$ cat config.mk
export PLATFORM = sky130hd
export DESIGN_NAME = memCtrl
export DESIGN_NICKNAME = d
export VERILOG_FILES = /design/src/hw/ctrlTypesPkg.sv /design/src/hw/memTypesPkg.sv /design/src/hw/memCtrl.sv
export VERILOG_INCLUDE_DIRS = /design/src /design/src/hw
export SDC_FILE = /design/constraint.sdc
export NUM_CORES = 1
export LEC_CHECK = 0
export ABC_AREA = 1
export BUFFER_PORTS_ARGS = -buffer_cell sky130_fd_sc_hd__buf_2
export CORE_AREA = 4 4 179 181
export CTS_CLUSTER_SIZE = 40
export DETAILED_ROUTE_END_ITERATION = 16
export DIE_AREA = 0 0 183 185
export GPL_TIMING_DRIVEN = 1
export MAX_ROUTING_LAYER = met4
export PLACE_DENSITY_LB_ADDON = 0.1
export SLEW_MARGIN = 0
export SYNTH_ARGS = -nofsm -noshare
export SYNTH_HDL_FRONTEND = slang
export SYNTH_SLANG_ARGS = --single-unit
$ cat constraint.sdc
create_clock -name clk -period 5.6 [get_ports clk]
set_input_delay 1.12 -clock clk [delete_from_list [all_inputs] [get_ports clk]]
set_output_delay 1.12 -clock clk [all_outputs]
set_load 0.01 [all_outputs]
$ cat src/hw/mem_params.svh
`ifndef MEM_PARAMS_SVH
`define MEM_PARAMS_SVH

// log2 of the RAM size in bytes, upper address bits are ignored
`define MEM_DEPTH_LOG 12

// first instruction address after reset
`define RESET_PC 32'h0000_0000

// bytes per instruction, also the length of a fetch
`define PC_STEP 4

`endif

$ cat src/hw/ctrlTypesPkg.sv
package ctrlTypesPkg;

    // memory controller sequencing
    typedef enum logic [1:0] {
        IDLE,
        BUSY,
        DONE
    } ctrlStateT;

    // which requester holds the RAM
    typedef enum logic [1:0] {
        NONE,
        FETCH,
        DATA
    } ownerT;

    // fetcher request state
    typedef enum logic {
        REQ,
        WAIT
    } fetchStateT;

endpackage

$ cat src/hw/memTypesPkg.sv
package memTypesPkg;

    // byte address as seen by both requesters
    typedef logic [31:0] addrT;

    // one RAM location
    typedef logic [7:0] byteT;

    // instruction or load/store data word
    typedef logic [31:0] wordT;

    // access length in bytes, 1, 2 or 4
    typedef logic [2:0] lenT;

endpackage

$ cat src/hw/memCtrl.sv
`timescale 1ns/1ps
`include "mem_params.svh"

module memCtrl (
    input  logic              clk,
    input  logic              rst,
    input  logic              rdy,
    input  logic              ioFull,
    // fetch link
    input  logic              fetchEn,
    input  memTypesPkg::addrT fetchAddr,
    output logic              fetchDone,
    output memTypesPkg::wordT fetchInst,
    // data link
    input  logic              dataEn,
    input  logic              dataStore,
    input  memTypesPkg::lenT  dataLen,
    input  memTypesPkg::addrT dataAddr,
    input  memTypesPkg::wordT dataWdata,
    output logic              dataDone,
    output memTypesPkg::wordT dataRdata,
    // byte RAM
    output memTypesPkg::addrT ramAddr,
    output logic              ramWe,
    output memTypesPkg::byteT ramWdata,
    input  memTypesPkg::byteT ramRdata
);
    ctrlTypesPkg::ctrlStateT state;
    ctrlTypesPkg::ownerT     ownerReg;
    ctrlTypesPkg::ownerT     owner;

    // next byte index to issue
    memTypesPkg::lenT  idx;
    memTypesPkg::wordT assembled;
    memTypesPkg::addrT lastAddr;

    logic              pause;
    logic              curStore;
    logic              issuing;
    logic [1:0]        rxPos;
    memTypesPkg::lenT  curIdx;
    memTypesPkg::lenT  curLen;
    memTypesPkg::addrT curBase;
    memTypesPkg::addrT issueAddr;
    memTypesPkg::wordT merged;

    assign pause = !rdy || ioFull;

    // data wins, but only from idle
    always_comb begin
        if (state == ctrlTypesPkg::IDLE) begin
            if (dataEn) begin
                owner = ctrlTypesPkg::DATA;
            end else if (fetchEn) begin
                owner = ctrlTypesPkg::FETCH;
            end else begin
                owner = ctrlTypesPkg::NONE;
            end
        end else begin
            owner = ownerReg;
        end
    end

    assign curBase  = (owner == ctrlTypesPkg::DATA) ? dataAddr : fetchAddr;
    assign curLen   = (owner == ctrlTypesPkg::DATA) ? dataLen : memTypesPkg::lenT'(`PC_STEP);
    assign curStore = (owner == ctrlTypesPkg::DATA) && dataStore;
    assign curIdx   = (state == ctrlTypesPkg::IDLE) ? '0 : idx;

    assign issuing = ((state == ctrlTypesPkg::IDLE) && (owner != ctrlTypesPkg::NONE))
                  || ((state == ctrlTypesPkg::BUSY) && (idx < curLen));

    assign issueAddr = curBase + memTypesPkg::addrT'(curIdx);

    // a paused cycle re-reads the last issued byte so it is still there afterwards
    assign ramAddr  = pause ? lastAddr : issueAddr;
    assign ramWe    = !pause && issuing && curStore;
    assign ramWdata = dataWdata[{curIdx[1:0], 3'b000} +: 8];

    // byte arriving now was issued at idx - 1
    assign rxPos = idx[1:0] - 2'd1;

    always_comb begin
        merged = assembled;
        merged[{rxPos, 3'b000} +: 8] = ramRdata;
    end

    always_ff @(posedge clk) begin
        if (rst) begin
            state     <= ctrlTypesPkg::IDLE;
            ownerReg  <= ctrlTypesPkg::NONE;
            idx       <= '0;
            fetchDone <= 1'b0;
            dataDone  <= 1'b0;
        end else begin
            fetchDone <= 1'b0;
            dataDone  <= 1'b0;
            if (!pause) begin
                lastAddr <= issueAddr;
                case (state)
                    ctrlTypesPkg::IDLE: begin
                        if (owner != ctrlTypesPkg::NONE) begin
                            ownerReg  <= owner;
                            idx       <= 3'd1;
                            // cleared so short loads come out zero-extended
                            assembled <= '0;
                            if (curStore && (curLen == 3'd1)) begin
                                state    <= ctrlTypesPkg::DONE;
                                dataDone <= 1'b1;
                            end else begin
                                state <= ctrlTypesPkg::BUSY;
                            end
                        end
                    end
                    ctrlTypesPkg::BUSY: begin
                        if (curStore) begin
                            if (idx == curLen - 3'd1) begin
                                state    <= ctrlTypesPkg::DONE;
                                dataDone <= 1'b1;
                            end else begin
                                idx <= idx + 3'd1;
                            end
                        end else if (idx == curLen) begin
                            state <= ctrlTypesPkg::DONE;
                            if (owner == ctrlTypesPkg::FETCH) begin
                                fetchDone <= 1'b1;
                                fetchInst <= merged;
                            end else begin
                                dataDone  <= 1'b1;
                                dataRdata <= merged;
                            end
                        end else begin
                            assembled <= merged;
                            idx       <= idx + 3'd1;
                        end
                    end
                    ctrlTypesPkg::DONE: begin
                        // requester still holds its enable this cycle
                        state    <= ctrlTypesPkg::IDLE;
                        ownerReg <= ctrlTypesPkg::NONE;
                    end
                    default: begin
                        state <= ctrlTypesPkg::IDLE;
                    end
                endcase
            end
        end
    end

endmodule

==> results.sh <==
export IMPL_cts_setup_buffers=0
export IMPL_grt_pass1_vias=6492
export IMPL_final_antenna_net_count=0
export IMPL_ir_drop_v=0.000195
export IMPL_r2r_slack_ns=2.07
export IMPL_post_dp_hpwl_um=17900
export IMPL_cts_sinks=137
export IMPL_grt_overflow_total=0
export IMPL_drcViolationCount=0
export IMPL_critPathLaunch="idx[0]$_SDFFE_PP0P_"
export IMPL_grt_util_all_layers_pct=14.3
export IMPL_skew_ns=0.0109
export IMPL_hold_buffers=0
export IMPL_ys_seq_elements=137
export IMPL_synth_seq_area_share_pct=53.7
export IMPL_area_delta_synth_final_pct=27.9
export IMPL_antenna_found_initial=1
export IMPL_worstMarginPinSlew_ns=0.890
export IMPL_dr_pass1_iters=5
export IMPL_die_area_um2=33900
export IMPL_startpoint_type="register"
export IMPL_leakagePower_nw=4.32
export IMPL_vias=6658
export IMPL_grt_max_degree=51
export IMPL_cts_clk_slew_worst_paths_ns=0.07
export IMPL_chipHeight_um=185
export IMPL_cts_path_max_buffers=2
export IMPL_synth_nets=1027
export IMPL_wl_met1_um=11500
export IMPL_min_to="ownerReg[1]$_SDFFE_PP0P_"
export IMPL_period_minus_slack_ns=5.05
export IMPL_yosys_area_share_simple_pct=29.0
export IMPL_critical_path_required_ns=4.48
export IMPL_maxCapViolCount=0
export IMPL_setup_viol=0
export IMPL_worstPathArrival_ns=3.93
export IMPL_synth_compound_area_share_pct=7.82
export IMPL_worstHoldStart="ownerReg[1]$_SDFFE_PP0P_"
export IMPL_fillers=3325
export IMPL_cts_buffers=17
export IMPL_crit_fanout=14
export IMPL_place_congestion=0.808
export IMPL_synth_area_um2=7490
export IMPL_wl_met2_um=10800
export IMPL_hold_path_class="reg2reg"
export IMPL_drt_iter0_drc=495
export IMPL_pre_cts_ws_ns=0.742
export IMPL_rsz0062_at_grt="no"
export IMPL_avgSynthCellArea_um2=8.31
export IMPL_start_util_pct=24.6
export IMPL_boundaryPins=221
export IMPL_criticalPathCategory="reg2out"
export IMPL_fin_crit_sh_pct=90.2
export IMPL_rr_endpoint="lastAddr[30]$_DFFE_PN_"
export IMPL_cp_end_kind="output pin"
export IMPL_synth_xor_area_share_pct=0
export IMPL_synth_cells=901
export IMPL_hold_violations=0
export IMPL_final_util_pct=31.5
export IMPL_fmax_mhz=198
export IMPL_cellPowerDensity_nw_per_um2=298
export IMPL_clock_latency_ns=0.43
export IMPL_fin_ws_ns=0.551
export IMPL_htreeDepth=4
export IMPL_min_path_cells=2
export IMPL_synth_top_family_by_area="simple AND/OR/NAND/NOR gates"
export IMPL_dr_wl_met3_um=1250
export IMPL_drive_gt1_share_pct=25.6
export IMPL_synthAdderAreaFrac_pct=2.11
export IMPL_clockRootBuffer="clkbuf_16"
export IMPL_synth_cell_types=31
export IMPL_rr_startpoint="idx[0]$_SDFFE_PP0P_"
export IMPL_numPortBuffers=220
export IMPL_hold_worst_slack_ns=0.464
export IMPL_top_layer="met4"
export IMPL_nNetsFinal=1246
export IMPL_synth_mux_area_share_pct=0
export IMPL_core_area_um2=30400
export IMPL_yosysWarnings=0
export IMPL_cts_resized=0
export IMPL_slew_violations=0
export IMPL_drt_total_wl_um=23700
export IMPL_wl_per_cell_um=15.5
export IMPL_cts_tree="yes"
export IMPL_die_w_um=183
export IMPL_status="complete, no violations"
export IMPL_relSlewSlack_pct=40.4
export IMPL_reg2reg_depth=15
export IMPL_viasPerCell=4.35
export IMPL_placement_rows=64
export IMPL_grt_first_pass_wirelength_um=37000
export IMPL_fin_tns_setup_ns=0
[routing by layer]
metal	vias up	global-route usage, %
li1	3424	-
met1	3036	19.7
met2	181	22.2
met3	17	2.40
met4	0	3.52
met5	-	-
[state kept, by name (all words and copies together) (netlist names)]
signal and cells:
dataRdata 32, idx 3, assembled 32, fetchDone 1, state 2, lastAddr 32
ownerReg 2, dataDone 1, fetchInst 32
[layout make-up]
type / instances / area (um^2) / area share [%]
antenna: 1 / 2.50 / 0.0261
sequential: 137 / 4020 / 42.0
timing repair buffer: 229 / 1170 / 12.2
inverter: 99 / 372 / 3.88
clock inverter: 15 / 146 / 1.53
multi-input combinational: 636 / 2940 / 30.7
tap: 396 / 495 / 5.17
clock buffer: 17 / 425 / 4.44
[worst max-delay path: stages (launching register included)]
cell,delay (ns)
dfxtp_1,0.70
clkinv_1,0.44
nor2_1,0.55
ha_1,0.29
fa_1,0.20
nand2_1,0.08
nand2_1,0.08
nand2_2,0.10
nor2_2,0.18
nand2_2,0.13
nor2_4,0.18
nand2_1,0.07
a31oi_1,0.31
buf_2,0.21
[worst max-delay path by stage]
stage	to	slack [ns]	cells after the start
after floorplan	dataRdata[0]$_DFFE_PP_	0.60	13
after detailed placement	ramAddr[17]	0.74	23
final	ramAddr[18]	0.55	13
after global placement	ramAddr[17]	0.81	23
after CTS	ramAddr[18]	0.45	13
after global routing	ramAddr[14]	0.02	13
[placed cells by master, fill, tap and decap left out, types with 11 or more instances in the layout]
cell type and instances:
buf_2 220, ha_1 11, nand3b_1 14, o22ai_1 17, o21ai_0 26, inv_1 92
clkbuf_16 17, nand3_1 53, a31oi_1 22, edfxtp_1 128, nand2_1 309, a21oi_1 38
nor2_1 106
[cells by family after synthesis]
family / after synthesis
AND/OR/NAND/NOR: 518
flip-flops: 137
buffers and inverters: 128
AO/OA/AOI/OAI: 106
adder cells (fa/ha/maj): 12
[report_power, final]
group / total [mW] / internal [mW] / leakage (nW) / switching (mW)
combinational: 0.551 / 0.171 / 2.78 / 0.381
sequential: 1.18 / 1.17 / 1.27 / 0.0155
clock: 1.12 / 0.593 / 0.270 / 0.529
[through the flow]
stage                     total power, mW  instance area (um^2)  std cells
after floorplan                      1.57                  7490        901
after global placement               1.77                  9000       1497
after detailed placement             1.77                  9000       1497
after CTS                            2.90                  9580       1529
after global routing                 3.01                  9580       1530
final                                2.86                  9580       1530
[cell usage after synthesis (all sizes together)]
library cell | count | share of area [%]
a21oi | 38 | 2.5
dfxtp | 9 | 2.4
inv | 96 | 4.8
nor3 | 3 | 0.20
o21ai | 27 | 1.8
nor2 | 116 | 6.2
a32oi | 1 | 0.12
ha | 11 | 1.8
fa | 1 | 0.27
or2 | 1 | 0.084
clkbuf | 14 | 0.70
a31oi | 22 | 1.8
edfxtp | 128 | 51
nand2 | 320 | 17
nand4 | 8 | 0.75
nor4 | 3 | 0.25
o22ai | 17 | 1.4
o211ai | 1 | 0.10
nand3 | 53 | 3.5
buf | 15 | 1.7
clkinv | 3 | 0.15
nand3b | 14 | 1.4
Note: power is estimated with default switching activity, not from simulation.
