**src/hw/mem_params.svh**
```systemverilog
`ifndef MEM_PARAMS_SVH
`define MEM_PARAMS_SVH

// log2 of the RAM size in bytes, upper address bits are ignored
`define MEM_DEPTH_LOG 12

// first instruction address after reset
`define RESET_PC 32'h0000_0000

// bytes per instruction, also the length of a fetch
`define PC_STEP 4

`endif

```
**src/hw/memTypesPkg.sv**
```systemverilog
package memTypesPkg;

    // byte address as seen by both requesters
    typedef logic [31:0] addrT;

    // one RAM location
    typedef logic [7:0] byteT;

    // instruction or load/store data word
    typedef logic [31:0] wordT;

    // access length in bytes, 1, 2 or 4
    typedef logic [2:0] lenT;

endpackage

```
**src/hw/loadStore.sv**
```systemverilog
`timescale 1ns/1ps

module loadStore (
    input  logic              clk,
    input  logic              rst,
    input  logic              lsuReq,
    input  logic              lsuStore,
    input  logic              lsuSigned,
    input  memTypesPkg::lenT  lsuLen,
    input  memTypesPkg::addrT lsuAddr,
    input  memTypesPkg::wordT lsuWdata,
    output logic              lsuDone,
    output memTypesPkg::wordT lsuRdata,
    output logic              dataEn,
    output logic              dataStore,
    output memTypesPkg::lenT  dataLen,
    output memTypesPkg::addrT dataAddr,
    output memTypesPkg::wordT dataWdata,
    input  logic              dataDone,
    input  memTypesPkg::wordT dataRdata
);
    logic              signedQ;
    memTypesPkg::wordT extended;

    // controller returns loads zero-extended
    always_comb begin
        case (dataLen)
            3'd1: begin
                extended = {{24{signedQ & dataRdata[7]}}, dataRdata[7:0]};
            end
            3'd2: begin
                extended = {{16{signedQ & dataRdata[15]}}, dataRdata[15:0]};
            end
            default: begin
                extended = dataRdata;
            end
        endcase
    end

    always_ff @(posedge clk) begin
        if (rst) begin
            dataEn  <= 1'b0;
            lsuDone <= 1'b0;
        end else begin
            lsuDone <= 1'b0;
            if (dataEn) begin
                if (dataDone) begin
                    dataEn   <= 1'b0;
                    lsuDone  <= 1'b1;
                    lsuRdata <= dataStore ? '0 : extended;
                end
            end else if (lsuReq && !lsuDone) begin
                // lsuReq is still the old request while lsuDone is high
                dataEn    <= 1'b1;
                dataStore <= lsuStore;
                dataLen   <= lsuLen;
                dataAddr  <= lsuAddr;
                dataWdata <= lsuWdata;
                signedQ   <= lsuSigned;
            end
        end
    end

endmodule

```
**config.mk**
```make
export PLATFORM = sky130hd
export DESIGN_NAME = loadStore
export DESIGN_NICKNAME = d
export VERILOG_FILES = /design/src/hw/mem_params.svh /design/src/hw/memTypesPkg.sv /design/src/hw/loadStore.sv
export SDC_FILE = /design/constraint.sdc
export NUM_CORES = 1
export LEC_CHECK = 0
export BUFFER_PORTS_ARGS = -buffer_cell sky130_fd_sc_hd__buf_2
export CORE_MARGIN = 8
export CORE_UTILIZATION = 35
export DETAILED_ROUTE_END_ITERATION = 10
export PLACE_DENSITY = 0.67
export SLEW_MARGIN = 40
export SYNTH_ARGS = -nofsm -noshare
export SYNTH_HDL_FRONTEND = slang
export SYNTH_SLANG_ARGS = --single-unit
```
**constraint.sdc**
```tcl
create_clock -name clk -period 12.6 [get_ports clk]
set_input_delay 0.63 -clock clk [delete_from_list [all_inputs] [get_ports clk]]
set_output_delay 0.63 -clock clk [all_outputs]
set_load 0.05 [all_outputs]
```
==> impl_metrics.tcl, run 1 <==
set metrics [dict create \
    cts_buffers 9 \
    ys.warnings.count 0 \
    setup_viol 0 \
    worstPathCellList "buf_2" \
    grt.total_usage 0.1300 \
    p_int_mw 0.4905 \
    fin_util 0.5008 \
    placed_cells 500 \
    root_buffer "clkbuf_8" \
    num_vias 2240 \
    netlist_area_um2 3508 \
    numClockSinks 103 \
    synthToLayoutAreaGrowth_pct 39.51 \
    tightest_slew_ns 0.7153 \
    crit_required_ns 11.97 \
    via_per_inst 4.341 \
    seqPwrFrac 0.591 \
    ys_ff_latch 103 \
    hold_class "in2reg" \
    final_nets 483 \
    cts_setup_buffers 0 \
    syn_inst 163 \
    wl_met1_mm 2.861 \
    path_buf_inv 1 \
    drc_errors 0 \
    p_sw_mw 0.1800 \
    start_util 0.3589 \
    p_leak_nw 2.130 \
    crit_fanout 19 \
    layout_common_cells "buf_2 (206), edfxtp_1 (101), a21o_2 (16), a21oi_1 (9), clkbuf_8 (9)" \
    syn_nets 268 \
    cts_hold_buf 0 \
    cp.arrival_ns 1.57 \
    switching_share 0.2684 \
    die_h_um 116.1 \
    power_density_nw_per_um2 137.0 \
    dr.max_layer_used "met5" \
    hpwl_mm 6.939 \
    criticalPathCategory "reg2out" \
    min_period_over_period 0.1750 \
    htreeDepth 3 \
    slew-limit-headroom 0.5231 \
    clk_latency_ns 0.36 \
    worst_setup_path_start_kind "flip-flop" \
    port_buffers 206 \
    r2r_cells 4 \
    route.met2.wl_mm 4.260 \
    drtIter0Drc 134 \
    fillers 889 \
    hold_path_depth 1 \
    slowest_stage "edfxtp_1" \
    layout-drive-gt1-share 0.6449 \
    hold_viol 0 \
    clkTransAtPathRegs_ns 0.10 \
    fin_worst_skew_ns 0.005357 \
    fin_crit_ns 2.205 \
    gr-total-overflow 0 \
    grt_setup_unrepaired "no" \
    crit_path_end_kind "output port" \
    syn_avg_cell_area_um2 21.52 \
    clockBufferDepth 2 \
    clkPwrFrac 0.280 \
    grt_pass1_wl_mm 13.01 \
    layout_commonest_cell "buf_2" \
    wl_per_cell_um 17.39 \
    cp_num_cells 1 \
    ys_seq_area_frac 0.8759 \
    cap_violations 0 \
    fmax_ghz 0.4535 \
    cp_top_family "flip-flops" \
    dr_wl_met3_mm 1.705 \
    synth_top_cells_by_area "edfxtp_1 (86%), a21o_2 (4.0%), nor2b_1 (1.4%), a21oi_1 (1.3%), dfxtp_1 (1.1%)" \
    report.final.slew_viol_count 0 \
    max_stage_delay_ns 0.82 \
    synth.top_cell.area_share 0.8645 \
    core_um2 9774 \
    io_pins 207 \
    fin_cells 516 \
    diodes 0 \
    ir_drop_v 0.00007945 \
    fp.dieW_um 116.1 \
    synth_top_area_cell "edfxtp_1" \
    status "complete, no violations" \
    grt_max_degree 71 \
    grt_pass1_vias 2517 \
    ff2ff_setup_slack_ns 10.76 \
    synthDistinctLibCells 19 \
    antenna_found_initial 3 \
    cts.repair.resized 0 \
    placementRows 36 \
    fin_setup_tns_ns 0 \
    dr.pass1.iters 4 \
    ant_nets 0 \
    p_comb_frac 0.129 \
    die-area_um2 13480 \
    cts_tree "yes" \
    drt-total-wl_mm 8.975 \
    place_congestion 0.7265 \
]
layout make-up:
type / instances / area [um2] / area share
well taps: 133 / 166.4 / 0.03400
repair buffers: 210 / 1065 / 0.2175
flip-flops and latches: 103 / 3073 / 0.6278
inverters: 2 / 7.507 / 0.001534
clock inverters: 7 / 56.30 / 0.01150
multi-input cells: 52 / 402.9 / 0.08231
clock buffers: 9 / 123.9 / 0.02531
kinds of logic (layout without fill, tap and decap cells):
group,count (synthesis),after routing,share of synthesized area
compound gates,26,26,0.06063
xor+xnor,1,1,0.002497
buf+inv,8,228,0.01105
flops,103,103,0.8759
simple gates,25,25,0.04993
power by group through the flow:
stage | Clock (mW) | Combinational, mW | Sequential, mW
after floorplan | 0 | 0.0136 | 0.449
after global placement | 0 | 0.0866 | 0.404
after detailed placement | 0 | 0.0874 | 0.404
after CTS | 0.196 | 0.0875 | 0.397
after global routing | 0.208 | 0.0915 | 0.398
final | 0.188 | 0.0865 | 0.396
stage by stage:
stage          area (um2)  power (mW)  hold slack (ns)  setup WS, ns
2_1_floorplan        3508      0.4623           0.7289         4.075
3_3_place_gp         4703      0.4904           0.5338         10.49
3_5_place_dp         4711      0.4916           0.5624         10.44
4_1_cts              4891      0.6803           0.4107         10.33
5_1_grt              4895      0.6969           0.4082         10.30
6_report             4895      0.6705           0.4392         10.40
state kept, by name (all words and copies together), names as in the netlist:
name and cells:
dataAddr 32, dataWdata 32, lsuRdata 32, dataLen 3
dataEn 1, dataStore 1, lsuDone 1, signedQ 1
synthesized netlist by cell type, drive strengths merged:
| cell | count |
|---|---|
| nor4b | 1 |
| inv | 2 |
| xor2 | 1 |
| nor2b | 8 |
| buf | 2 |
| nor3b | 1 |
| or3 | 1 |
| edfxtp | 101 |
| a2111oi | 1 |
| clkbuf | 4 |
| a21o | 16 |
| or3b | 1 |
| nand2 | 8 |
| dfxtp | 2 |
| nand3b | 2 |
| and3b | 2 |
| a21oi | 9 |
| or2 | 1 |
worst paths after layout:
check / start / end
max: dataStore / dataStore
min: lsuAddr[8] / dataAddr[8]
min reg2reg: dataEn / lsuDone
max reg2reg: dataLen[0] / lsuRdata[20]
layer usage:
layer / vias up / GRT usage
met5: - / 0
met4: 6 / 0.03889
met3: 15 / 0.1112
met2: 137 / 0.2096
met1: 1030 / 0.1198
li1: 1052 / -
No activity file was read; power rests on OpenSTA's default activity.
==> inputs of run 2 (changes only) <==
Settings changed: PLACE_DENSITY 0.67 to 0.69.
Clock period 12.6 ns to 2 ns, I/O delays scaled along.
==> impl_metrics.tcl, run 2 (synthesis results as in run 1) <==
set metrics [dict create \
    dr.max_layer_used "met4" \
    port_buffers 206 \
    numClockSinks 103 \
    r2r_cells 3 \
    crit_fanout 16 \
    cp.arrival_ns 1.81 \
    setup_ws_ns 0.4081 \
    pre_cts_ws_ns 0.4027 \
    wl_met1_mm 3.390 \
    clockBufferDepth 2 \
    criticalPathCategory "reg2reg" \
    ant_nets 0 \
    hpwl_mm 6.751 \
    tightest_slew_ns 0.6560 \
    hold_path_depth 2 \
    placed_cells 502 \
    fin_cells 592 \
    slew-limit-headroom 0.5626 \
    drtIter0Drc 117 \
    io_pins 207 \
    dr.pass1.iters 4 \
    clk_latency_ns 0.35 \
    min_period_over_period 0.7960 \
    hold_viol 0 \
    dr_wl_met3_mm 1.307 \
    layout_common_cells "buf_2 (206), edfxtp_1 (101), dlygate4sd3_1 (74), a21o_2 (16), clkbuf_8 (9)" \
    layout_commonest_cell "buf_2" \
    clkPwrFrac 0.276 \
    p_leak_nw 2.466 \
    grt_setup_unrepaired "no" \
    fin_worst_skew_ns 0.01076 \
    status "complete, no violations" \
    p_int_mw 3.295 \
    grt_pass1_vias 2821 \
    whs_ns 0.03193 \
    gr-total-overflow 0 \
    crit_path_end_kind "flip-flop" \
    grt_max_degree 66 \
    diodes 0 \
    setup_viol 0 \
    slowest_stage "a21oi_2" \
    final_nets 559 \
    layout-drive-gt1-share 0.5447 \
    route.met2.wl_mm 4.855 \
    drc_errors 0 \
    top_regs "dataAddr (32), dataWdata (32), lsuRdata (32)" \
    die-area_um2 13480 \
    cts_buffers 9 \
    crit_required_ns 2.22 \
    seqPwrFrac 0.569 \
    grt_pass1_wl_mm 14.43 \
    place_congestion 0.7436 \
    placementRows 36 \
    worstPathCellList "xor2_1, a21oi_2, a21o_2" \
    power.total_mw 4.377 \
    die_h_um 116.1 \
    fillers 776 \
    cap_violations 0 \
    fp.dieW_um 116.1 \
    worst_setup_path_start_kind "flip-flop" \
    hold_class "in2reg" \
    core_um2 9774 \
    antenna_found_initial 0 \
    ir_drop_v 0.0004262 \
    report.final.slew_viol_count 0 \
    root_buffer "clkbuf_8" \
    power_density_nw_per_um2 771.1 \
    cts_tree "yes" \
    p_sw_mw 1.082 \
    htreeDepth 3 \
    drt-total-wl_mm 9.746 \
    start_util 0.3589 \
    switching_share 0.2472 \
    clkTransAtPathRegs_ns 0.09 \
    synthToLayoutAreaGrowth_pct 61.80 \
    max_stage_delay_ns 0.54 \
    p_comb_frac 0.155 \
    fmax_ghz 0.6282 \
    num_vias 2567 \
    via_per_inst 4.336 \
    grt.total_usage 0.1421 \
    wl_per_cell_um 16.46 \
    fin_crit_ns 1.592 \
]
[run 2: changes by cell type in the layout (fill, tap and decap cells not counted), sizes merged]
cell         previous run  this run
clkbuf                  9        11
buf                   210       212
clkinvlp                2         0
dlygate4sd3             0        74
clkinv                  3         4
bufinv                  0         1
inv                     4         2
[run 2: critical path, delay by kind of cell (launching register included)]
family         cells  cell delay (ns)
AO/OA/AOI/OAI      2             0.77
XOR/XNOR           1             0.19
flip-flops         1             0.50
[run 2: layout make-up]
| class | count | area, um2 | area share |
|---|---|---|---|
| clock buffers | 11 | 131.4 | 0.02314 |
| multi-input cells | 52 | 415.4 | 0.07318 |
| well taps | 133 | 166.4 | 0.02931 |
| flip-flops and latches | 103 | 3078 | 0.5422 |
| repair buffers | 286 | 1829 | 0.3222 |
| clock inverters | 5 | 48.80 | 0.008596 |
| inverters | 2 | 7.507 | 0.001322 |
[run 2: per-stage QoR]
stage / cell area, um2 / setup TNS (ns) / util
after floorplan: 3528 / -82.22 / -
after global placement: 4752 / 0 / 0.4862
after detailed placement: 4756 / 0 / 0.4866
after CTS: 5677 / 0 / 0.5808
after global routing: 5677 / 0 / 0.5808
final: 5677 / 0 / 0.5808
[run 2: timing repair]
| item | CTS | global route |
|---|---|---|
| hold buffers | 74 | 0 |
| endpoints found under the hold margin | 74 | 0 |
| resized for setup | 0 | 0 |
| setup buffers | 0 | 0 |
[run 2: worst paths after layout]
kind | slack, ns | to | start
setup / recovery | 0.41 | lsuRdata[18] | dataLen[1]
hold / removal | 0.03 | lsuRdata[25] | dataRdata[25]
setup reg to reg | 0.41 | lsuRdata[18] | dataLen[1]
hold reg to reg | 0.55 | lsuDone | dataEn
[run 2: power by group through the flow]
| stage | Sequential [mW] | Clock, mW | Combinational [mW] |
|---|---|---|---|
| floorplan | 2.82 | 0 | 0.0873 |
| global placement | 2.54 | 0 | 0.558 |
| detailed placement | 2.54 | 0 | 0.565 |
| CTS | 2.49 | 1.26 | 0.678 |
| global route | 2.50 | 1.33 | 0.716 |
| finish | 2.49 | 1.21 | 0.678 |
[run 2: layer usage]
layer / up-vias / global-route usage
li1: 1206 / -
met1: 1203 / 0.1451
met2: 145 / 0.2389
met3: 13 / 0.06929
met4: 0 / 0.07001
met5: - / 0
==> inputs of run 3 (changes only) <==
Clock period 2 ns to 1.3 ns, I/O delays scaled along.
==> impl_metrics.tcl, run 3 (synthesis results as in run 1) <==
set metrics [dict create \
    p_sw_mw 1.802 \
    power_density_nw_per_um2 1121 \
    whs_ns 0.01998 \
    grt_setup_unrepaired "yes" \
    cts_buffers 9 \
    htreeDepth 3 \
    synthToLayoutAreaGrowth_pct 79.17 \
    die-area_um2 13480 \
    io_pins 207 \
    ant_nets 0 \
    place_congestion 0.7284 \
    hpwl_mm 7.004 \
    fin_cells 634 \
    root_buffer "clkbuf_8" \
    layout_common_cells "buf_2 (203), edfxtp_1 (101), dlygate4sd3_1 (92), a21o_2 (16), buf_4 (11)" \
    antenna_found_initial 0 \
    cp.arrival_ns 1.57 \
    drt-total-wl_mm 11.06 \
    worst_setup_path_start_kind "flip-flop" \
    grt_pass1_vias 3079 \
    fin_worst_skew_ns 0.01590 \
    crit_required_ns 1.41 \
    fin_util 0.6431 \
    hold_viol 0 \
    clkTransAtPathRegs_ns 0.10 \
    layout-drive-gt1-share 0.5560 \
    p_leak_nw 2.727 \
    switching_share 0.2558 \
    p_int_mw 5.245 \
    cap_violations 0 \
    grt_max_degree 33 \
    clockBufferDepth 2 \
    port_buffers 206 \
    fin_crit_ns 1.461 \
    drtIter0Drc 121 \
    tightest_slew_ns 0.3345 \
    numClockSinks 103 \
    drc_errors 0 \
    grt.total_usage 0.1586 \
    top_regs "dataAddr (32), dataWdata (32), lsuRdata (32)" \
    power.total_mw 7.047 \
    wl_per_cell_um 17.44 \
    setup_ws_ns -0.1606 \
    slew-limit-headroom 0.7770 \
    placed_cells 511 \
    seqPwrFrac 0.544 \
    core_um2 9774 \
    min_period_over_period 1.124 \
    postLayoutCellArea_um2 6286 \
    die_h_um 116.1 \
    violations "setup timing" \
    hold_class "in2reg" \
    gr-total-overflow 0 \
    p_comb_frac 0.178 \
    fmax_ghz 0.6847 \
    cts_tree "yes" \
    report.final.slew_viol_count 0 \
    via_per_inst 4.308 \
    placementRows 36 \
    grt_pass1_wl_mm 15.99 \
    clk_latency_ns 0.36 \
    num_vias 2731 \
    setup_viol 82 \
    fp.dieW_um 116.1 \
    crit_fanout 16 \
    clkPwrFrac 0.277 \
    placed_area_um2 4886 \
    fin_setup_tns_ns -10.10 \
    start_util 0.3589 \
    status "finished with violations" \
    pre_cts_ws_ns -0.1711 \
    dr.pass1.iters 4 \
    layout_commonest_cell "buf_2" \
    ir_drop_v 0.0006413 \
    crit_path_end_kind "flip-flop" \
    final_nets 600 \
    criticalPathCategory "reg2reg" \
]
-- run 3: cell types whose count changed in the layout (fill, tap and decap cells not counted), moves of 2 or more --
cell and delta:
buf_4 +6, buf_8 +5, buf_12 +6, buf_2 -3, buf_6 +4, clkbuf_1 -2, clkbuf_16 +4, clkinvlp_4 +2
dlygate4sd3_1 +18, clkinv_2 -2
-- run 3: timing repair --
action / CTS / global route
hold buffers: 91 / 1
pin swaps: 1 / 2
endpoints found under the setup margin: 86 / 94
cloned: 4 / 4
setup buffers: 7 / 2
endpoints found under the hold margin: 91 / 1
resized for setup: 17 / 7
-- run 3: routing by layer --
layer	up-vias	routed length (um)	GRT usage
met4	0	180	0.07692
met2	143	5759	0.2759
met5	-	0	0
met1	1284	3783	0.1556
met3	13	1333	0.07601
li1	1291	-	-
-- run 3: power by group through the flow --
stage / Clock, mW / Combinational [mW] / Sequential, mW
2_1_floorplan: 0 / 0.142 / 4.33
3_3_place_gp: 0 / 0.908 / 3.90
3_5_place_dp: 0 / 0.920 / 3.91
4_1_cts: 2.02 / 1.23 / 3.83
5_1_grt: 2.16 / 1.32 / 3.85
6_report: 1.96 / 1.26 / 3.83
-- run 3: final timing paths --
kind         cells past startpoint    startpoint  slack, ns      endpoint
max                              5    dataLen[0]      -0.16  lsuRdata[17]
min                              2  dataRdata[6]       0.02   lsuRdata[6]
max reg2reg                      5    dataLen[0]      -0.16  lsuRdata[17]
min reg2reg                      2        dataEn       0.65       lsuDone
-- run 3: worst max-delay path: stages, from the launching register on --
cell	delay [ns]
edfxtp_1	0.44
buf_4	0.17
xor2_2	0.17
a21oi_2	0.09
buf_12	0.15
a21o_2	0.20
-- run 3: cell type report --
cell class,count,area [um2]
well taps,133,166.4
multi-input cells,52,429.2
diodes,1,2.502
repair buffers,327,2407
flip-flops and latches,103,3078
clock buffers,9,123.9
inverters,2,7.507
clock inverters,7,71.32
fillers,692,3488
