File: config.mk
export PLATFORM = sky130hd
export DESIGN_NAME = instFetch
export DESIGN_NICKNAME = d
export VERILOG_FILES = /design/src/hw/ctrlTypesPkg.sv /design/src/hw/memTypesPkg.sv /design/src/hw/instFetch.sv
export VERILOG_INCLUDE_DIRS = /design/src /design/src/hw
export SDC_FILE = /design/constraint.sdc
export NUM_CORES = 1
export LEC_CHECK = 0
export BUFFER_PORTS_ARGS = -buffer_cell sky130_fd_sc_hd__buf_2
export CAP_MARGIN = 20
export CELL_PAD_IN_SITES_DETAIL_PLACEMENT = 0
export CELL_PAD_IN_SITES_GLOBAL_PLACEMENT = 1
export CORE_MARGIN = 1.5
export CORE_UTILIZATION = 40
export CTS_CLUSTER_SIZE = 14
export DETAILED_ROUTE_END_ITERATION = 10
export MAX_ROUTING_LAYER = met4
export PLACE_DENSITY = 0.89
export SYNTH_ARGS = -nofsm -noshare
export SYNTH_HDL_FRONTEND = slang
export SYNTH_SLANG_ARGS = --single-unit
File: constraint.sdc
create_clock -name clk -period 3.34 [get_ports clk]
set_input_delay 0 -clock clk [delete_from_list [all_inputs] [get_ports clk]]
set_output_delay 0 -clock clk [all_outputs]
set_load 0.02 [all_outputs]
File: src/hw/mem_params.svh
`ifndef MEM_PARAMS_SVH
`define MEM_PARAMS_SVH

// log2 of the RAM size in bytes, upper address bits are ignored
`define MEM_DEPTH_LOG 12

// first instruction address after reset
`define RESET_PC 32'h0000_0000

// bytes per instruction, also the length of a fetch
`define PC_STEP 4

`endif

File: src/hw/ctrlTypesPkg.sv
package ctrlTypesPkg;

    // memory controller sequencing
    typedef enum logic [1:0] {
        IDLE,
        BUSY,
        DONE
    } ctrlStateT;

    // which requester holds the RAM
    typedef enum logic [1:0] {
        NONE,
        FETCH,
        DATA
    } ownerT;

    // fetcher request state
    typedef enum logic {
        REQ,
        WAIT
    } fetchStateT;

endpackage

File: src/hw/memTypesPkg.sv
package memTypesPkg;

    // byte address as seen by both requesters
    typedef logic [31:0] addrT;

    // one RAM location
    typedef logic [7:0] byteT;

    // instruction or load/store data word
    typedef logic [31:0] wordT;

    // access length in bytes, 1, 2 or 4
    typedef logic [2:0] lenT;

endpackage

File: src/hw/instFetch.sv
`timescale 1ns/1ps
`include "mem_params.svh"

module instFetch (
    input  logic              clk,
    input  logic              rst,
    input  logic              jumpEn,
    input  memTypesPkg::addrT jumpPc,
    input  logic              instReady,
    output logic              instValid,
    output memTypesPkg::wordT inst,
    output memTypesPkg::addrT instPc,
    output logic              fetchEn,
    output memTypesPkg::addrT fetchAddr,
    input  logic              fetchDone,
    input  memTypesPkg::wordT fetchInst
);
    ctrlTypesPkg::fetchStateT state;

    memTypesPkg::addrT pc;
    memTypesPkg::addrT reqAddr;

    // result of the fetch in flight is stale
    logic discard;
    // enable stays low for a cycle after done
    logic holdOff;
    logic issue;

    assign issue = (state == ctrlTypesPkg::REQ) && !holdOff && !jumpEn
                && (!instValid || instReady);

    assign fetchEn   = issue || (state == ctrlTypesPkg::WAIT);
    assign fetchAddr = (state == ctrlTypesPkg::WAIT) ? reqAddr : pc;

    always_ff @(posedge clk) begin
        if (rst) begin
            state     <= ctrlTypesPkg::REQ;
            pc        <= memTypesPkg::addrT'(`RESET_PC);
            instValid <= 1'b0;
            discard   <= 1'b0;
            holdOff   <= 1'b0;
        end else begin
            holdOff <= fetchDone;
            if (instValid && instReady) begin
                instValid <= 1'b0;
            end
            case (state)
                ctrlTypesPkg::REQ: begin
                    if (issue) begin
                        state   <= ctrlTypesPkg::WAIT;
                        reqAddr <= pc;
                        pc      <= pc + memTypesPkg::addrT'(`PC_STEP);
                    end
                end
                ctrlTypesPkg::WAIT: begin
                    if (fetchDone) begin
                        state   <= ctrlTypesPkg::REQ;
                        discard <= 1'b0;
                        if (!discard && !jumpEn) begin
                            instValid <= 1'b1;
                            inst      <= fetchInst;
                            instPc    <= reqAddr;
                        end
                    end else if (jumpEn) begin
                        discard <= 1'b1;
                    end
                end
                default: begin
                    state <= ctrlTypesPkg::REQ;
                end
            endcase
            // redirect overrides the buffer and the next fetch address
            if (jumpEn) begin
                instValid <= 1'b0;
                pc        <= jumpPc;
            end
        end
    end

endmodule

==> flow_metrics.env, run 1 <==
export IMPL_dieArea_um2=13900
export IMPL_initial_utilization_pct=41.4
export IMPL_cp_top_family="simple AND/OR/NAND/NOR gates"
export IMPL_final_layout_size_suffix_gt1_share_pct=37.4
export IMPL_syn_area_um2=5290
export IMPL_max_cap_violations=0
export IMPL_p_per_area_nw_per_um2=561
export IMPL_skew_ns=0.00805
export IMPL_cts_setup_buffers=0
export IMPL_synth_edf_count=96
export IMPL_antenna_found_initial=0
export IMPL_clk_pin_slew_ns=0.06
export IMPL_port_buffers=166
export IMPL_power_leakage_uw=0.00294
export IMPL_wire_per_inst_um=15.5
export IMPL_via_count=3947
export IMPL_whs_ns=0.0119
export IMPL_period_share_pct=71.4
export IMPL_ir_drop_uv=342
export IMPL_cp_required_ns=3.65
export IMPL_regArea_um2=3600
export IMPL_yosys_most_used_dff="edfxtp_1"
export IMPL_area_growth_pct=42.7
export IMPL_grt_usage_pct=19.1
export IMPL_grt_pass1_wl_mm=20.2
export IMPL_syn_avg_cell_area_um2=13.7
export IMPL_numCtsBuffers=17
export IMPL_critPathBufInv=0
export IMPL_yosys_top_cells_area="edfxtp_1, dfxtp_1, mux2_2, xnor2_1, a211oi_1"
export IMPL_fillCellCount=1002
export IMPL_clk_latency_ns=0.41
export IMPL_synthCells=387
export IMPL_pwr_share_comb_pct=8.7
export IMPL_drt_iter0_drc=227
export IMPL_yosys_area_top_type="edfxtp_1"
export IMPL_ant_nets=0
export IMPL_clkPwrFrac_pct=46.8
export IMPL_synth_seq_cells=132
export IMPL_setup_viol=0
export IMPL_cp_end_kind="flop"
export IMPL_fmax_mhz=419
export IMPL_syn_num_nets=457
export IMPL_core_um2=12800
export IMPL_num_rows=41
export IMPL_fin_crit_ns=2.38
export IMPL_synth_top_area_share_pct=54.5
export IMPL_synth_distinct_cells=44
export IMPL_multiInputGateArea_um2=1540
export IMPL_hold_viol_final=0
export IMPL_p_sw_share_pct=21.6
export IMPL_yosysWarnings=0
export IMPL_grt_remaining_overflow=0
export IMPL_die_w_um=118
export IMPL_drv_slew=0
export IMPL_sequentialPowerShare_pct=44.5
export IMPL_cp_slowest_cell="nor4_1"
export IMPL_hp_class="input port to flop"
export IMPL_io_pins=167
export IMPL_diodes=0
export IMPL_fin_tns_setup_ns=0
export IMPL_die_y_um=118
export IMPL_cts_root_buf="clkbuf_16"
export IMPL_critical_path_class="flop to flop"
export IMPL_rsz0062_at_grt="false"
export IMPL_status="finished clean"
export IMPL_htree_levels=4
export IMPL_slew_headroom_pct=34.9
export IMPL_routed_wl_mm=12.5
export IMPL_globalplace_congestion=0.816
export IMPL_rrSetupSlack_ns=0.96
export IMPL_fin_area_um2=7540
export IMPL_dr_pass1_iters=4
export IMPL_cp_start_kind="flop"
export IMPL_grt_max_degree=66
export IMPL_tightest_slew_ns=0.977
export IMPL_route_detailed_drc=0
export IMPL_grt_pass1_vias=3969
export IMPL_nNetsFinal=693
export IMPL_seq_area_frac_synth_pct=68.2
export IMPL_slowest_delay_ns=0.72
export IMPL_crit_chain="or2_4 -> nor4_1 -> nand2_1 -> xor2_1 -> a211oi_1"
export IMPL_switching_power_uw=916
export IMPL_internal_power_uw=3320
export IMPL_vias_per_cell=4.88
export IMPL_placed_area_um2=6270
export IMPL_hpwl_mm=8.39
export IMPL_crit_fanout=45
export IMPL_cts_sinks=132
export IMPL_cts_buffer_depth=2
export IMPL_synthArstFlopShare_pct=0
export IMPL_arrival_ns=2.70
export IMPL_tritoncts="built"
[stage by stage]
| stage | util, % | setup WS, ns | cells | total power, uW |
|---|---|---|---|---|
| 5_1_grt | 59.1 | 0.751 | 808 | 4370 |
| 4_1_cts | 59.1 | 0.932 | 808 | 4270 |
| 2_1_floorplan | - | 0.921 | 387 | 2100 |
| 3_5_place_dp | 49.1 | 1.03 | 712 | 2230 |
| 6_report | 59.1 | 0.956 | 808 | 4230 |
| 3_3_place_gp | 49.1 | 1.13 | 712 | 2220 |
[layout make-up]
type,count,area share [%]
well taps,172,2.85
clock inverters,14,2.75
flip-flops and latches,132,47.8
repair buffers,234,20.1
clock buffers,18,5.69
multi-input cells,229,20.4
inverters,9,0.448
[logic make-up (layout without fill, tap and decap cells)]
| logic type | after synthesis | in the layout | share of synthesized area (%) |
|---|---|---|---|
| flip-flops | 132 | 132 | 68.2 |
| AO/OA/AOI/OAI | 48 | 48 | 5.82 |
| multiplexers | 28 | 28 | 5.92 |
| adder cells (fa/ha/maj) | 1 | 1 | 0.237 |
| XOR/XNOR | 28 | 28 | 4.64 |
| AND/OR/NAND/NOR | 124 | 124 | 12.5 |
| buffers and inverters | 26 | 275 | 2.75 |
[flip-flops by register name, summed over array words and instances (netlist names)]
register   cells
instPc        32
inst          32
instValid      1
reqAddr       32
state          1
discard        1
pc            32
holdOff        1
[final timing paths]
kind	start	to	depth (start not counted)
worst min-delay path	jumpEn	pc[8]$_SDFFE_PP0P_	3
worst max-delay path	state$_SDFF_PP0_	pc[13]$_SDFFE_PP0P_	5
worst max register to register	state$_SDFF_PP0_	pc[13]$_SDFFE_PP0P_	5
worst min register to register	reqAddr[20]$_DFFE_PP_	instPc[20]$_DFFE_PP_	0
[synth_stat cells, types with 3 or more instances]
library cell and n:
and2_1 4, nor4_1 13, nand3_1 7, o21ai_0 7
xor2_1 8, clkbuf_1 11, a21oi_1 13, o22ai_1 3
o21bai_1 3, inv_1 8, nor3_1 4, nand4_1 14
buf_6 3, a211oi_1 17, nor2_1 27, mux2_2 26
nand2_1 34, xnor2_1 20, dfxtp_1 36, edfxtp_1 96
nand2b_1 3
[layout by cell type, fill, tap and decap left out, types with 4 or more instances in the layout]
| cell type | instances |
|---|---|
| nand4_1 | 14 |
| clkbuf_16 | 17 |
| xnor2_1 | 20 |
| bufinv_16 | 5 |
| nor2_1 | 27 |
| dlygate4sd3_1 | 64 |
| xor2_1 | 8 |
| a211oi_1 | 17 |
| a21oi_1 | 13 |
| nand3_1 | 7 |
| o21ai_0 | 7 |
| mux2_2 | 26 |
| and2_1 | 4 |
| inv_1 | 8 |
| nand2_1 | 34 |
| nor4_1 | 13 |
| nor3_1 | 4 |
| edfxtp_1 | 96 |
| dfxtp_1 | 35 |
| buf_2 | 166 |
[worst min-delay path: stages]
cell and delay (ns):
buf_2 0.22, nand2_1 0.10, a21oi_1 0.05
[power groups by stage]
| stage | Combinational [uW] | Clock (uW) | Sequential [uW] |
|---|---|---|---|
| after global placement | 309 | 0 | 1910 |
| after global routing | 401 | 2080 | 1890 |
| after CTS | 373 | 2010 | 1880 |
| final | 370 | 1980 | 1880 |
| after floorplan | 203 | 0 | 1900 |
| after detailed placement | 312 | 0 | 1920 |
[per-layer routing]
metal,wire (um),share of wire (%),global-route usage (%),vias to the layer above
li1,-,-,-,1922
met3,677,5.4,4.60,12
met5,0,0,-,-
met1,5700,46,24.2,1869
met4,159,1.3,6.48,0
met2,5990,48,30.3,144
[repair_timing]
item,CTS,global route
resized for setup,0,0
hold buffers,64,0
endpoints found under the hold margin,66,0
Note: power is estimated with default switching activity, not from simulation.
==> inputs of run 2 (changes only) <==
--- a/config.mk
+++ b/config.mk
@@ -11,11 +11,11 @@
 export CELL_PAD_IN_SITES_DETAIL_PLACEMENT = 0
 export CELL_PAD_IN_SITES_GLOBAL_PLACEMENT = 1
 export CORE_MARGIN = 1.5
-export CORE_UTILIZATION = 40
+export CORE_UTILIZATION = 36
 export CTS_CLUSTER_SIZE = 14
 export DETAILED_ROUTE_END_ITERATION = 10
 export MAX_ROUTING_LAYER = met4
-export PLACE_DENSITY = 0.89
+export PLACE_DENSITY = 0.85
 export SYNTH_ARGS = -nofsm -noshare
 export SYNTH_HDL_FRONTEND = slang
 export SYNTH_SLANG_ARGS = --single-unit
==> constraint.sdc (replaced) <==
create_clock -name clk -period 2.1 [get_ports clk]
set_input_delay 0 -clock clk [delete_from_list [all_inputs] [get_ports clk]]
set_output_delay 0 -clock clk [all_outputs]
set_load 0.02 [all_outputs]
==> run 2 against run 1 <==
Against the previous run: combinational power increased by 75%; final cell count increased by 4.3%; clock power rose by 36%; sequential power up 58%; critical path depth increased by 1; critical path type unchanged; largest power group is now sequential cells.
==> flow_metrics.env, run 2 (synthesis results as in run 1) <==
export IMPL_route_detailed_drc=0
export IMPL_io_pins=167
export IMPL_power_leakage_uw=0.00302
export IMPL_hold_path_endpoint="pc[26]$_SDFFE_PP0P_"
export IMPL_layout_commonest_cell="buf_2"
export IMPL_via_count=3985
export IMPL_switching_power_uw=1500
export IMPL_diodes=0
export IMPL_clk_latency_ns=0.41
export IMPL_total_power_uw=6320
export IMPL_setup_viol=0
export IMPL_pwr_share_comb_pct=10.2
export IMPL_nNetsFinal=716
export IMPL_cp_end_kind="flop"
export IMPL_cp_slowest_cell="dlygate4sd3_1"
export IMPL_dp_cells=735
export IMPL_tightest_slew_ns=0.503
export IMPL_htree_levels=4
export IMPL_min_path_cells=3
export IMPL_p_per_area_nw_per_um2=823
export IMPL_slew_headroom_pct=66.4
export IMPL_max_cap_violations=0
export IMPL_antenna_found_initial=0
export IMPL_grt_usage_pct=18.2
export IMPL_final_layout_size_suffix_gt1_share_pct=39.0
export IMPL_critical_path_class="flop to flop"
export IMPL_drt_iter0_drc=188
export IMPL_grt_remaining_overflow=0
export IMPL_period_share_pct=91.0
export IMPL_fin_tns_setup_ns=0
export IMPL_tritoncts="built"
export IMPL_grt_pass1_wl_mm=19.9
export IMPL_final_cell_mix="buf_2, edfxtp_1, dlygate4sd3_1, nand2_1, dfxtp_1"
export IMPL_rr_worst_depth=6
export IMPL_arrival_ns=2.27
export IMPL_cts_root_buf="clkbuf_16"
export IMPL_cts_sinks=132
export IMPL_status="finished clean"
export IMPL_grt_max_degree=52
export IMPL_hp_class="input port to flop"
export IMPL_fmax_mhz=523
export IMPL_cts_buffer_depth=2
export IMPL_wire_per_inst_um=15.8
export IMPL_internal_power_uw=4820
export IMPL_rrSetupSlack_ns=0.19
export IMPL_pre_cts_ws_ns=0.117
export IMPL_ant_nets=0
export IMPL_initial_utilization_pct=36.6
export IMPL_drv_slew=0
export IMPL_dr_pass1_iters=4
export IMPL_p_sw_share_pct=23.8
export IMPL_clk_pin_slew_ns=0.06
export IMPL_port_buffers=166
export IMPL_fin_util_pct=53.2
export IMPL_clkPwrFrac_pct=42.7
export IMPL_crit_chain="nor2_1 -> nand2_2 -> xnor2_1 -> nand2_1 -> a21oi_1 -> dlygate4sd3_1"
export IMPL_globalplace_congestion=0.814
export IMPL_sequentialPowerShare_pct=47.0
export IMPL_dieArea_um2=15400
export IMPL_r2r_start="state$_SDFF_PP0_"
export IMPL_vias_per_cell=4.73
export IMPL_fin_crit_ns=1.91
export IMPL_grt_pass1_vias=3809
export IMPL_ir_drop_uv=512
export IMPL_hpwl_mm=9.08
export IMPL_routed_wl_mm=13.3
export IMPL_hold_viol_final=0
export IMPL_area_growth_pct=45.3
export IMPL_fin_cells=843
export IMPL_numCtsBuffers=17
export IMPL_core_um2=14400
export IMPL_num_rows=44
export IMPL_crit_fanout=7
export IMPL_cp_start_kind="flop"
export IMPL_fin_ws_ns=0.189
export IMPL_hp_start="jumpEn"
export IMPL_cp_required_ns=2.46
export IMPL_slowest_delay_ns=0.55
export IMPL_die_y_um=124
export IMPL_die_w_um=124
export IMPL_skew_ns=0.00732
export IMPL_worstReg2RegEnd="pc[2]$_SDFFE_PP0P_"
[run 2: cell types whose count changed in the layout (fill, tap and decap cells not counted), sizes merged]
| cell | delta |
|---|---|
| clkinvlp | +2 |
| bufinv | -4 |
| dlygate4sd3 | +10 |
| buf | +12 |
| clkinv | +3 |
| dlymetal6s4s | +1 |
| inv | -1 |
[run 2: worst max path at each step]
stage | slack (ns) | startpoint | end
final | 0.19 | state$_SDFF_PP0_ | pc[2]$_SDFFE_PP0P_
after global routing | -0.01 | pc[3]$_SDFFE_PP0P_ | pc[18]$_SDFFE_PP0P_
after CTS | 0.03 | pc[4]$_SDFFE_PP0P_ | pc[7]$_SDFFE_PP0P_
after detailed placement | 0.12 | pc[3]$_SDFFE_PP0P_ | pc[26]$_SDFFE_PP0P_
after global placement | 0.19 | pc[3]$_SDFFE_PP0P_ | pc[26]$_SDFFE_PP0P_
after floorplan | 0.01 | state$_SDFF_PP0_ | reqAddr[0]$_DFFE_PP_
[run 2: area by class of cell]
class	count	area, um^2
clock buffer	18	429
clock inverter	14	114
fill	1253	6740
inverter	9	33.8
multi-input combinational	229	1560
sequential	132	3610
tap	184	230
timing repair buffer	257	1700
[run 2: through the flow]
stage	cell area (um^2)	hold slack (ns)
floorplan	5290	0.0981
global placement	6350	0.176
detailed placement	6350	0.179
CTS	7650	0.00643
global route	7680	0.0265
finish	7680	0.0289
[run 2: layer usage]
metal / routed length, um / up-vias / global-route usage [%]
li1: - / 1972 / -
met1: 5920 / 1858 / 22.5
met2: 6320 / 140 / 28.9
met3: 843 / 15 / 4.67
met4: 206 / 0 / 6.32
met5: 0 / - / -
[run 2: power by group through the flow]
stage	logic [uW]	clock network, uW	registers (uW)
2_1_floorplan	322	0	3010
3_3_place_gp	533	0	3020
3_5_place_dp	537	0	3030
4_1_cts	648	2770	2970
5_1_grt	707	2890	2990
6_report	646	2700	2970
[run 2: worst max-delay path: cells and delay by family (launching register included)]
kind | cells | cell delay (ns)
compound gates | 1 | 0.16
flops | 1 | 0.33
buf+inv | 1 | 0.55
xor+xnor | 1 | 0.19
simple gates | 3 | 0.64
[run 2: repair_timing]
action | 4_1_cts | 5_1_grt
hold buffers | 75 | 0
setup buffers | 0 | 1
hold endpoints to repair | 66 | 0
gates resized for setup | 0 | 7
endpoints found under the setup margin | 0 | 5
==> inputs of run 3 (changes only) <==
--- a/config.mk
+++ b/config.mk
@@ -14,6 +14,7 @@
 export CORE_UTILIZATION = 36
 export CTS_CLUSTER_SIZE = 14
 export DETAILED_ROUTE_END_ITERATION = 10
+export GPL_TIMING_DRIVEN = 0
 export MAX_ROUTING_LAYER = met4
 export PLACE_DENSITY = 0.85
 export SYNTH_ARGS = -nofsm -noshare
==> run 3 against run 2 <==
Against the previous run: sequential power about the same; register-to-register slack got worse by 0.05 ns; highest routed layer unchanged; via count increased by 1.2%; critical endpoint is now fetchAddr[7]; sequential cell count unchanged.
==> flow_metrics.env, run 3 (synthesis results as in run 1) <==
export IMPL_status="finished clean"
export IMPL_rrSetupSlack_ns=0.14
export IMPL_grt_max_degree=66
export IMPL_pre_cts_ws_ns=-0.205
export IMPL_die_y_um=124
export IMPL_grt_usage_pct=19.0
export IMPL_fillCellCount=1277
export IMPL_power_leakage_uw=0.00299
export IMPL_cp_required_ns=2.10
export IMPL_globalplace_congestion=0.845
export IMPL_ant_nets=0
export IMPL_grt_remaining_overflow=0
export IMPL_hpwl_mm=9.42
export IMPL_port_buffers=164
export IMPL_critical_path_class="flop to output pin"
export IMPL_skew_ns=0.00786
export IMPL_num_rows=44
export IMPL_crit_fanout=10
export IMPL_hold_viol_final=0
export IMPL_cts_root_buf="clkbuf_16"
export IMPL_sequentialPowerShare_pct=44.8
export IMPL_rsz0062_at_grt="false"
export IMPL_clk_pin_slew_ns=0.06
export IMPL_cts_sinks=132
export IMPL_die_w_um=124
export IMPL_wire_per_inst_um=16.7
export IMPL_switching_power_uw=1490
export IMPL_tritoncts="built"
export IMPL_grt_pass1_vias=3896
export IMPL_internal_power_uw=5150
export IMPL_period_share_pct=95.5
export IMPL_drv_slew=0
export IMPL_clkPwrFrac_pct=45.5
export IMPL_hp_class="input port to flop"
export IMPL_nNetsFinal=712
export IMPL_antenna_found_initial=0
export IMPL_fin_ws_ns=0.0947
export IMPL_ir_drop_uv=521
export IMPL_htree_levels=4
export IMPL_drt_iter0_drc=292
export IMPL_grt_pass1_wl_mm=20.6
export IMPL_numCtsBuffers=17
export IMPL_p_sw_share_pct=22.4
export IMPL_io_pins=167
export IMPL_arrival_ns=2.01
export IMPL_final_cell_mix="buf_2, edfxtp_1, dlygate4sd3_1, dfxtp_1, nand2_1"
export IMPL_p_per_area_nw_per_um2=863
export IMPL_fin_tns_setup_ns=0
export IMPL_clk_latency_ns=0.42
export IMPL_placed_area_um2=6340
export IMPL_fin_util_pct=53.3
export IMPL_via_count=4031
export IMPL_diodes=0
export IMPL_slew_headroom_pct=39.3
export IMPL_core_um2=14400
export IMPL_regArea_um2=3600
export IMPL_layout_commonest_cell="buf_2"
export IMPL_routed_wl_mm=14.0
export IMPL_dr_pass1_iters=4
export IMPL_pwr_share_comb_pct=9.7
export IMPL_vias_per_cell=4.80
export IMPL_fmax_mhz=499
export IMPL_fin_area_um2=7690
export IMPL_dieArea_um2=15400
export IMPL_route_detailed_drc=0
export IMPL_cp_start_kind="flop"
export IMPL_cp_end_kind="output pin"
export IMPL_setup_viol=0
export IMPL_tightest_slew_ns=0.910
export IMPL_cts_buffer_depth=2
export IMPL_area_growth_pct=45.5
export IMPL_multiInputGateArea_um2=1570
export IMPL_fin_crit_ns=2.01
export IMPL_max_cap_violations=0
export IMPL_final_layout_size_suffix_gt1_share_pct=38.2
export IMPL_initial_utilization_pct=36.6
[run 3: changes by cell type in the layout (fill, tap and decap cells not counted), sizes merged]
cell,previous run,this run
clkinv,8,6
clkinvlp,5,1
dlygate4sd1,0,1
buf,182,172
inv,9,8
dlymetal6s4s,1,0
bufinv,1,3
clkbuf,18,36
dlygate4sd3,74,67
[run 3: layer usage]
layer	global-route usage [%]	vias to the layer above	part of all wire [%]
met5	-	-	0
met4	7.39	0	1.7
met3	4.72	18	5.8
met2	29.6	134	47
met1	23.7	1917	45
li1	-	1962	-
[run 3: final cells by class]
| class | count | area share, % |
|---|---|---|
| clock buffers | 23 | 6.21 |
| well taps | 184 | 2.99 |
| flip-flops and latches | 132 | 46.9 |
| multi-input cells | 229 | 20.4 |
| repair buffers | 236 | 19.9 |
| clock inverters | 9 | 1.64 |
| inverters | 9 | 0.504 |
| plain buffers | 17 | 1.46 |
[run 3: worst paths after layout]
kind                                             from               endpoint  cells past startpoint
worst max-delay path                 state$_SDFF_PP0_           fetchAddr[7]                      4
worst min register to register  reqAddr[14]$_DFFE_PP_   instPc[14]$_DFFE_PP_                      0
worst min-delay path                       jumpPc[30]    pc[30]$_SDFFE_PP0P_                      4
worst max register to register       state$_SDFF_PP0_  reqAddr[10]$_DFFE_PP_                      5
[run 3: timing repair]
action / CTS / global route
buffers inserted: 0 / 5
hold buffers: 67 / 0
pin swaps: 0 / 2
gates resized for setup: 2 / 10
cloned: 0 / 0
setup endpoints to repair: 33 / 47
hold endpoints to repair: 67 / 0
[run 3: worst max-delay path: stages, from the launching register on]
cell	delay, ns
dfxtp_1	0.32
buf_6	0.14
clkbuf_1	0.56
mux2_2	0.40
buf_2	0.16
[run 3: power by group through the flow]
stage          clock, uW  sequential (uW)  combinational (uW)
3_5_place_dp           0             3030                 546
6_report            3020             2980                 642
2_1_floorplan          0             3010                 322
5_1_grt             3170             2990                 698
4_1_cts             3060             2970                 645
3_3_place_gp           0             3020                 538
[run 3: stage by stage]
stage	std cells	hold slack, ns	power (uW)
floorplan	387	0.0981	3340
global placement	735	0.176	3560
detailed placement	735	0.178	3570
CTS	834	0.0283	6680
global route	839	0.0687	6860
finish	839	0.0483	6640
